===== src/verilog/capture_pkg.sv =====
package capture_pkg;

	//////////////////////////////
	// Field widths
	//////////////////////////////
	localparam int COUNT_W  = 12;  // Line and pixel counters
	localparam int POS_W    = 16;  // Blanking position
	localparam int COLOR_W  = 8;
	localparam int NIBBLE_W = 4;
	localparam int ADE_CNT_W = 4;
	localparam int CHAR_W   = 8;

	localparam int PIXEL_WORD_W = 2 * COUNT_W + 3 * COLOR_W;  // 48
	localparam int AUX_WORD_W   = POS_W + 2 * NIBBLE_W + 1;   // 25

	typedef logic [COUNT_W-1:0]      count_t;
	typedef logic [POS_W-1:0]        pos_t;
	typedef logic [COLOR_W-1:0]      color_t;
	typedef logic [NIBBLE_W-1:0]     nibble_t;
	typedef logic [PIXEL_WORD_W-1:0] pixel_word_t;  // vcount, index, r, g, b
	typedef logic [AUX_WORD_W-1:0]   aux_word_t;    // pos, aux2, aux1, aux0[2]
	typedef logic [ADE_CNT_W-1:0]    ade_count_t;
	typedef logic [CHAR_W-1:0]       char_t;

	//////////////////////////////
	// Data island and text output
	//////////////////////////////
	localparam int ADE_PACKET_LEN = 32;  // Cycles per data-island packet

	localparam char_t ASCII_CR      = 8'd13;
	localparam char_t ASCII_LF      = 8'd10;
	localparam char_t ASCII_ZERO    = 8'h30;
	localparam char_t ASCII_UPPER_A = 8'h41;

	// Four hex digits then CR LF
	localparam int DUMP_CHARS = 6;

endpackage


===== src/verilog/line_pos_if.sv =====
`timescale 1ns/100ps

// Line and pixel position from the sync decoder to its users
interface line_pos_if;
	import capture_pkg::*;

	count_t hcount;       // Cycles since the last hsync rise
	count_t vcount;       // Lines since the last vsync rise
	count_t index;        // Pixel number within the active run
	logic   video_en;     // vde, one cycle late
	logic   video_start;  // First cycle of video_en
	logic   vactive;      // Line inside the active range

	modport timing (
		output hcount,
		output vcount,
		output index,
		output video_en,
		output video_start,
		output vactive
	);

	modport user (
		input hcount,
		input vcount,
		input index,
		input video_en,
		input video_start,
		input vactive
	);

endinterface


===== src/verilog/line_timing.sv =====
`timescale 1ns/100ps

module line_timing #(
	parameter int V_ACT_START = 25,
	parameter int V_ACT_LINES = 720
) (
	input  logic            rx0_pclk,
	input  logic            RSTBTN,
	input  logic            hsync,
	input  logic            vsync,
	input  logic            vde,
	line_pos_if.timing      pos
);
	import capture_pkg::*;

	localparam count_t V_FIRST = count_t'(V_ACT_START);
	localparam count_t V_LAST  = count_t'(V_ACT_START + V_ACT_LINES);  // One past the end

	logic hsync_q;
	logic vsync_q;
	logic hsync_rise;
	logic vsync_rise;

	// Edge seen while the input is high and its copy still low
	assign hsync_rise = hsync & ~hsync_q;
	assign vsync_rise = vsync & ~vsync_q;

	always_ff @(posedge rx0_pclk) begin
		if (RSTBTN) begin
			hsync_q <= 1'b0;
			vsync_q <= 1'b0;
		end else begin
			hsync_q <= hsync;
			vsync_q <= vsync;
		end
	end

	//////////////////////////////
	// Line and pixel counters
	//////////////////////////////
	always_ff @(posedge rx0_pclk) begin
		if (RSTBTN) begin
			pos.hcount <= '0;
			pos.vcount <= '0;
		end else begin
			if (hsync_rise) begin
				pos.hcount <= '0;
				pos.vcount <= pos.vcount + count_t'(1);
			end else begin
				pos.hcount <= pos.hcount + count_t'(1);
			end
			if (vsync_rise)
				pos.vcount <= '0;  // Frame start overrides the line step
		end
	end

	//////////////////////////////
	// Video enable and index
	//////////////////////////////
	always_ff @(posedge rx0_pclk) begin
		if (RSTBTN) begin
			pos.video_en    <= 1'b0;
			pos.video_start <= 1'b0;
			pos.index       <= '0;
		end else begin
			pos.video_en    <= vde;
			pos.video_start <= vde & ~pos.video_en;  // Lines up with the first video_en cycle
			if (pos.video_en)
				pos.index <= pos.index + count_t'(1);
			else
				pos.index <= '0;
		end
	end

	assign pos.vactive = (pos.vcount >= V_FIRST) && (pos.vcount < V_LAST);

endmodule


===== src/verilog/pixel_window.sv =====
`timescale 1ns/100ps

module pixel_window #(
	parameter int H_WIN_START = 220,
	parameter int H_WIN_END   = 1420
) (
	input  logic                     rx0_pclk,
	input  logic                     RSTBTN,
	input  capture_pkg::color_t      red,
	input  capture_pkg::color_t      green,
	input  capture_pkg::color_t      blue,
	line_pos_if.user                 pos,
	output capture_pkg::pixel_word_t pixel_word,
	output logic                     pixel_valid
);
	import capture_pkg::*;

	localparam count_t H_LO = count_t'(H_WIN_START);
	localparam count_t H_HI = count_t'(H_WIN_END);

	color_t red_q;
	color_t green_q;
	color_t blue_q;
	logic   in_window;

	// Same delay as vde to video_en
	always_ff @(posedge rx0_pclk) begin
		red_q   <= red;
		green_q <= green;
		blue_q  <= blue;
	end

	assign in_window = pos.video_en && pos.vactive &&
		(pos.hcount > H_LO) && (pos.hcount <= H_HI);

	always_ff @(posedge rx0_pclk) begin
		if (RSTBTN)
			pixel_valid <= 1'b0;
		else
			pixel_valid <= in_window;
	end

	// Word is captured every cycle, qualified by pixel_valid
	always_ff @(posedge rx0_pclk) begin
		pixel_word <= {pos.vcount, pos.index, red_q, green_q, blue_q};
	end

endmodule


===== src/verilog/aux_capture.sv =====
`timescale 1ns/100ps

module aux_capture (
	input  logic                    rx0_pclk,
	input  logic                    RSTBTN,
	input  logic                    vde,
	input  logic                    ade,
	input  capture_pkg::nibble_t    aux0,
	input  capture_pkg::nibble_t    aux1,
	input  capture_pkg::nibble_t    aux2,
	line_pos_if.user                pos,
	output capture_pkg::aux_word_t  aux_word,
	output logic                    aux_valid,
	output capture_pkg::ade_count_t ade_num,
	output logic                    ade_num_valid,
	output logic                    packet_start,
	output capture_pkg::pos_t       packet_pos
);
	import capture_pkg::*;

	localparam int PKT_W = $clog2(ADE_PACKET_LEN);
	localparam logic [PKT_W-1:0] PKT_LAST = PKT_W'(ADE_PACKET_LEN - 1);

	pos_t             blank_pos;
	logic             init;
	logic [PKT_W-1:0] pkt_cnt;
	ade_count_t       ade_c;
	logic             pkt_first;

	//////////////////////////////
	// Blanking position
	//////////////////////////////
	always_ff @(posedge rx0_pclk) begin
		if (RSTBTN)
			blank_pos <= '0;
		else if (vde)
			blank_pos <= '0;
		else
			blank_pos <= blank_pos + pos_t'(1);
	end

	// No aux words until video has been seen once
	always_ff @(posedge rx0_pclk) begin
		if (RSTBTN)
			init <= 1'b0;
		else if (pos.video_en)
			init <= 1'b1;
	end

	always_ff @(posedge rx0_pclk) begin
		if (RSTBTN)
			aux_valid <= 1'b0;
		else
			aux_valid <= ade & init;
	end

	always_ff @(posedge rx0_pclk) begin
		aux_word <= {blank_pos, aux2, aux1, aux0[2]};  // Pre-update position
	end

	//////////////////////////////
	// Packet counting
	//////////////////////////////
	assign pkt_first = ade && (pkt_cnt == '0);

	always_ff @(posedge rx0_pclk) begin
		if (RSTBTN)
			pkt_cnt <= '0;
		else if (!ade || pkt_cnt == PKT_LAST)
			pkt_cnt <= '0;
		else
			pkt_cnt <= pkt_cnt + 1'b1;
	end

	always_ff @(posedge rx0_pclk) begin
		if (RSTBTN) begin
			packet_start <= 1'b0;
		end else begin
			packet_start <= pkt_first;
		end
		packet_pos <= blank_pos;
	end

	// Count per line, handed over at each video start
	always_ff @(posedge rx0_pclk) begin
		if (RSTBTN) begin
			ade_c         <= '0;
			ade_num       <= '0;
			ade_num_valid <= 1'b0;
		end else begin
			ade_num_valid <= pos.video_start;
			if (pos.video_start) begin
				ade_num <= ade_c;
				ade_c   <= pkt_first ? ade_count_t'(1) : '0;
			end else if (pkt_first) begin
				ade_c <= ade_c + ade_count_t'(1);
			end
		end
	end

endmodule


===== src/verilog/hex_dump.sv =====
`timescale 1ns/100ps

module hex_dump (
	input  logic              rx0_pclk,
	input  logic              RSTBTN,
	input  logic              packet_start,
	input  capture_pkg::pos_t packet_pos,
	output capture_pkg::char_t char_data,
	output logic              char_req,
	input  logic              char_ack
);
	import capture_pkg::*;

	typedef enum logic [1:0] {
		S_IDLE,
		S_REQUEST,  // char_req high, waiting for ack
		S_RELEASE   // char_req low, waiting for ack to drop
	} dump_state_t;

	dump_state_t state;
	pos_t        digits;    // Remaining digits, next one on top
	logic [2:0]  char_idx;  // Character now on char_data
	char_t       next_char;

	function automatic char_t hex_char(input nibble_t value);
		if (value < 4'd10)
			return ASCII_ZERO + char_t'(value);
		else
			return ASCII_UPPER_A + char_t'(value - 4'd10);
	endfunction

	// Character that follows the one at char_idx
	always_comb begin
		case (char_idx)
			3'd3:    next_char = ASCII_CR;
			3'd4:    next_char = ASCII_LF;
			default: next_char = hex_char(digits[15:12]);
		endcase
	end

	//////////////////////////////
	// Four-phase character FSM
	//////////////////////////////
	always_ff @(posedge rx0_pclk) begin
		if (RSTBTN) begin
			state    <= S_IDLE;
			char_req <= 1'b0;
			char_idx <= '0;
		end else begin
			case (state)
				S_IDLE: begin
					if (packet_start) begin
						char_data <= hex_char(packet_pos[15:12]);
						digits    <= {packet_pos[11:0], 4'h0};
						char_idx  <= '0;
						char_req  <= 1'b1;
						state     <= S_REQUEST;
					end
				end
				S_REQUEST: begin
					if (char_ack) begin
						char_req <= 1'b0;
						state    <= S_RELEASE;
					end
				end
				S_RELEASE: begin
					if (!char_ack) begin
						if (char_idx == 3'(DUMP_CHARS - 1)) begin
							state <= S_IDLE;  // Dump done, new packets accepted again
						end else begin
							char_data <= next_char;
							digits    <= {digits[11:0], 4'h0};
							char_idx  <= char_idx + 3'd1;
							char_req  <= 1'b1;
							state     <= S_REQUEST;
						end
					end
				end
				default: begin
					state    <= S_IDLE;
					char_req <= 1'b0;
				end
			endcase
		end
	end

endmodule


===== src/verilog/hdmi_capture_top.sv =====
`timescale 1ns/100ps

module hdmi_capture_top #(
	parameter int H_WIN_START = 220,
	parameter int H_WIN_END   = 1420,
	parameter int V_ACT_START = 25,
	parameter int V_ACT_LINES = 720
) (
	input  logic                     rx0_pclk,
	input  logic                     RSTBTN,
	// Decoded TMDS stream
	input  logic                     hsync,
	input  logic                     vsync,
	input  logic                     vde,
	input  logic                     ade,
	input  capture_pkg::color_t      red,
	input  capture_pkg::color_t      green,
	input  capture_pkg::color_t      blue,
	input  capture_pkg::nibble_t     aux0,
	input  capture_pkg::nibble_t     aux1,
	input  capture_pkg::nibble_t     aux2,
	// Captured words
	output capture_pkg::pixel_word_t pixel_word,
	output logic                     pixel_valid,
	output capture_pkg::aux_word_t   aux_word,
	output logic                     aux_valid,
	output capture_pkg::ade_count_t  ade_num,
	output logic                     ade_num_valid,
	// Character port
	output capture_pkg::char_t       char_data,
	output logic                     char_req,
	input  logic                     char_ack
);
	import capture_pkg::*;

	logic packet_start;
	pos_t packet_pos;

	line_pos_if line_pos ();

	line_timing #(
		.V_ACT_START (V_ACT_START),
		.V_ACT_LINES (V_ACT_LINES)
	) i_line_timing (
		.rx0_pclk (rx0_pclk),
		.RSTBTN   (RSTBTN),
		.hsync    (hsync),
		.vsync    (vsync),
		.vde      (vde),
		.pos      (line_pos.timing)
	);

	pixel_window #(
		.H_WIN_START (H_WIN_START),
		.H_WIN_END   (H_WIN_END)
	) i_pixel_window (
		.rx0_pclk    (rx0_pclk),
		.RSTBTN      (RSTBTN),
		.red         (red),
		.green       (green),
		.blue        (blue),
		.pos         (line_pos.user),
		.pixel_word  (pixel_word),
		.pixel_valid (pixel_valid)
	);

	aux_capture i_aux_capture (
		.rx0_pclk      (rx0_pclk),
		.RSTBTN        (RSTBTN),
		.vde           (vde),
		.ade           (ade),
		.aux0          (aux0),
		.aux1          (aux1),
		.aux2          (aux2),
		.pos           (line_pos.user),
		.aux_word      (aux_word),
		.aux_valid     (aux_valid),
		.ade_num       (ade_num),
		.ade_num_valid (ade_num_valid),
		.packet_start  (packet_start),
		.packet_pos    (packet_pos)
	);

	hex_dump i_hex_dump (
		.rx0_pclk     (rx0_pclk),
		.RSTBTN       (RSTBTN),
		.packet_start (packet_start),
		.packet_pos   (packet_pos),
		.char_data    (char_data),
		.char_req     (char_req),
		.char_ack     (char_ack)
	);

endmodule


===== config.mk =====
export PLATFORM = sky130hd
export DESIGN_NAME = hdmi_capture_top
export DESIGN_NICKNAME = d
export VERILOG_FILES = /design/src/verilog/capture_pkg.sv /design/src/verilog/line_pos_if.sv /design/src/verilog/line_timing.sv /design/src/verilog/pixel_window.sv /design/src/verilog/aux_capture.sv /design/src/verilog/hex_dump.sv /design/src/verilog/hdmi_capture_top.sv
export SDC_FILE = /design/constraint.sdc
export NUM_CORES = 1
export LEC_CHECK = 0
export BUFFER_PORTS_ARGS = -buffer_cell sky130_fd_sc_hd__buf_2
export CELL_PAD_IN_SITES_DETAIL_PLACEMENT = 1
export CELL_PAD_IN_SITES_GLOBAL_PLACEMENT = 1
export CORE_MARGIN = 2
export CORE_UTILIZATION = 43
export CTS_BUF_LIST = sky130_fd_sc_hd__clkbuf_16
export CTS_CLUSTER_DIAMETER = 30
export DETAILED_ROUTE_END_ITERATION = 8
export PLACE_DENSITY_LB_ADDON = 0.1
export SETUP_SLACK_MARGIN = 0.1
export SLEW_MARGIN = 20
export SYNTH_ARGS = -nofsm -noshare
export SYNTH_HDL_FRONTEND = slang
export SYNTH_HIERARCHICAL = 1
export SYNTH_SLANG_ARGS = --single-unit

===== constraint.sdc =====
create_clock -name rx0_pclk -period 3.42 [get_ports rx0_pclk]
set_clock_uncertainty 0.05 [all_clocks]
set_input_delay 0.684 -clock rx0_pclk [delete_from_list [all_inputs] [get_ports rx0_pclk]]
set_output_delay 0.684 -clock rx0_pclk [all_outputs]
set_load 0.03 [all_outputs]

==> impl_metrics.tcl <==
set metrics [dict create \
    outcome "finished clean" \
    setup-violations-final 0 \
    critPathRequiredTime_ns 3.56 \
    drc_errors 0 \
    reg2reg_to "i_hex_dump/char_data[3]$_DFFE_PP_" \
    cts_resized 0 \
    ios 132 \
    ant_nets 0 \
    async_reset_ff_frac 0 \
    cts_buffers 17 \
    timing.setup.tns_ns 0 \
    clock_sinks 196 \
    path_class "flip-flop to flip-flop" \
    critPathMaxFanout 4 \
    htree_levels 4 \
    synthDistinctLibCells 61 \
    antenna_found_initial 1 \
    worst_setup_path_start_kind "flip-flop" \
    post_cts_buffers 0 \
    syn-num-nets 671 \
    vias 4733 \
    hold_class "flip-flop to flip-flop" \
    post_drt_wl_per_cell_um 14.79 \
    setup_ws_ns 1.368 \
    portBuffers 127 \
    overflow 0 \
    fin_crit_ns 2.052 \
    power_mw 4.548 \
    insertion_delay_ns 0.43 \
    synthTopCellsByCount "177 x dfxtp_1, 42 x nor2_1, 33 x a21oi_1" \
    cp-endpoint "i_hex_dump/char_data[3]$_DFFE_PP_" \
    clk_pin_slew_worst_paths_ns 0.07 \
    grt_pass1_wl_um 23320 \
    n_antenna_cell 0 \
    place_inst 923 \
    grt_use_total 0.1744 \
    tightest_slew_ns 0.8363 \
    syn_avg_cell_area_um2 11.29 \
    cts_hold_buf 0 \
    post-route-util 0.5200 \
    ys_warn_count 6 \
    synth.top_cell.area_share 0.5179 \
    die_y_um 130.1 \
    core_area_um2 15710 \
    crit_start "i_hex_dump/digits[13]$_DFFE_PP_" \
    dpl_cell_area_um2 7574 \
    fin_nets 791 \
    final_cells 955 \
    critPathArrivalTime_ns 2.19 \
    ir_drop_mv 0.3434 \
    dr.pass1.iters 4 \
    hold_violations 0 \
    grt_pass1_vias 4819 \
    hpwl_um 10270 \
    r2r-start "i_hex_dump/digits[13]$_DFFE_PP_" \
    place_ws_ns 1.202 \
    synthCells 606 \
    max_freq_mhz 487.4 \
    r2r_setup_slack_ns 1.37 \
    gp_routability_congestion 0.7839 \
    power_density_nw_per_um2 556.6 \
    drtIter0Drc 134 \
    cts_root_buf "clkbuf_16" \
    slew_headroom 0.4387 \
    yosysSeqAreaShare 0.6013 \
    ys.flop_type "dfxtp_1" \
    rsz0062_at_grt "no" \
    crit_path_end_kind "flip-flop" \
    synth_edf_count 19 \
    dieWidth_um 130.1 \
    whs_ns 0.2795 \
    drive_above_1_share 0.2490 \
    row_count 46 \
    routed_wl_um 14130 \
    clk_path_buf_depth 2 \
    synth_area_leader_cell "dfxtp_1" \
    final_area_um2 8170 \
    syn_area_um2 6842 \
    reg2reg_depth 8 \
    yosysMostFrequentCell "dfxtp_1" \
    cts_tree "built" \
    floorplan.initialDensity 0.4354 \
    dieArea_um2 16940 \
    finalCritPeriodShare 0.5999 \
    leakage_nw 3.321 \
    drv_cap 0 \
    maxSlewViolCount 0 \
    synth_seq_cells 196 \
    area_growth_pct 19.42 \
    grt_max_degree 31 \
    viasPerCell 4.956 \
    ys_top_cells_by_area "dfxtp_1 52%, edfxtp_1 8.3%, ha_1 4.0%" \
]
[worst max-delay path: stages, from the launching register on]
cell      delay [ns]
edfxtp_1        0.44
inv_1           0.14
ha_1            0.16
inv_1           0.04
ha_1            0.31
and3_1          0.18
o21a_1          0.12
o21ai_0         0.07
mux2_4          0.29
[report_power, final]
group / switching, mW / total [mW] / internal, mW
combinational: 0.131 / 0.200 / 0.0689
clock: 0.963 / 1.94 / 0.980
sequential: 0.0291 / 2.40 / 2.37
total: 1.12 / 4.55 / 3.42
[per-layer routing]
layer | GRT usage | vias up | wire [um]
li1 | - | 2332 | -
met1 | 0.2045 | 2255 | 6143
met2 | 0.2883 | 116 | 6739
met3 | 0.07175 | 30 | 961
met4 | 0.06325 | 0 | 284
met5 | 0 | - | 0
[cells by family (layout without fill, tap and decap cells)]
| logic type | Yosys count | count (layout) | synth area share |
|---|---|---|---|
| xor gates and xnor gates | 33 | 33 | 0.04225 |
| and+or+nand+nor | 187 | 187 | 0.1554 |
| AOI/OAI and AO/OA | 87 | 87 | 0.07919 |
| other | 1 | 1 | 0.0005481 |
| DFF | 196 | 196 | 0.6013 |
| adders and majority gates | 22 | 22 | 0.04023 |
| muxes | 23 | 23 | 0.03749 |
| buffers and inverters | 57 | 190 | 0.04352 |
[sequential cells by signal, indices dropped and copies added (netlist names), 4 cells and up]
register	flops
i_pixel_window/pixel_word	48
i_hex_dump/char_data	7
i_pixel_window/green_q	8
i_aux_capture/ade_num	4
i_line_timing/pos.index	12
i_pixel_window/blue_q	8
i_line_timing/pos.vcount	12
i_aux_capture/packet_pos	15
i_aux_capture/ade_c	4
i_hex_dump/digits	12
i_pixel_window/red_q	8
i_aux_capture/pkt_cnt	5
i_line_timing/pos.hcount	12
i_aux_capture/aux_word	10
i_aux_capture/blank_pos	16
[layout make-up]
cell class / count / area (um2)
tap: 216 / 270.3
timing repair buffer: 129 / 650.6
multi-input combinational: 353 / 2432
clock inverter: 15 / 168.9
sequential: 196 / 4114
fill: 1734 / 7542
clock buffer: 17 / 425.4
inverter: 29 / 108.9
[cells in the final DEF, fill, tap and decap left out, types with 3 or more instances in the layout]
cell type / instances
clkbuf_16: 17
edfxtp_1: 19
a211oi_1: 3
nor3b_1: 3
ha_1: 22
nand3_1: 23
nand3_2: 3
xor2_1: 13
inv_1: 29
xnor2_1: 20
o211ai_1: 3
buf_2: 127
and2_1: 9
nand2_1: 25
nand4_1: 6
mux2_1: 3
nand2b_1: 3
o21ai_1: 4
mux2_4: 4
nor4_1: 5
or3_1: 13
dfxtp_1: 177
clkinv_8: 5
nor4_2: 3
and3_1: 8
nor3_1: 10
o21a_1: 5
a21oi_1: 33
mux2i_1: 14
or4_1: 9
inv_8: 4
nor2b_1: 8
o21ai_0: 17
o31ai_1: 9
nor2_1: 42
[how the worst min path moves through the flow]
stage	cells past startpoint	slack, ns	from	to
final	0	0.28	i_pixel_window/green_q[2]$_DFF_P_	i_pixel_window/pixel_word[10]$_DFF_P_
after global routing	1	0.27	aux1[2]	i_aux_capture/aux_word[3]$_DFF_P_
after global placement	0	0.26	i_pixel_window/blue_q[4]$_DFF_P_	i_pixel_window/pixel_word[4]$_DFF_P_
after detailed placement	0	0.26	i_pixel_window/red_q[6]$_DFF_P_	i_pixel_window/pixel_word[22]$_DFF_P_
after floorplan	0	0.26	i_pixel_window/blue_q[0]$_DFF_P_	i_pixel_window/pixel_word[0]$_DFF_P_
after CTS	1	0.27	aux1[3]	i_aux_capture/aux_word[4]$_DFF_P_
(Power assumes the default switching activity.)
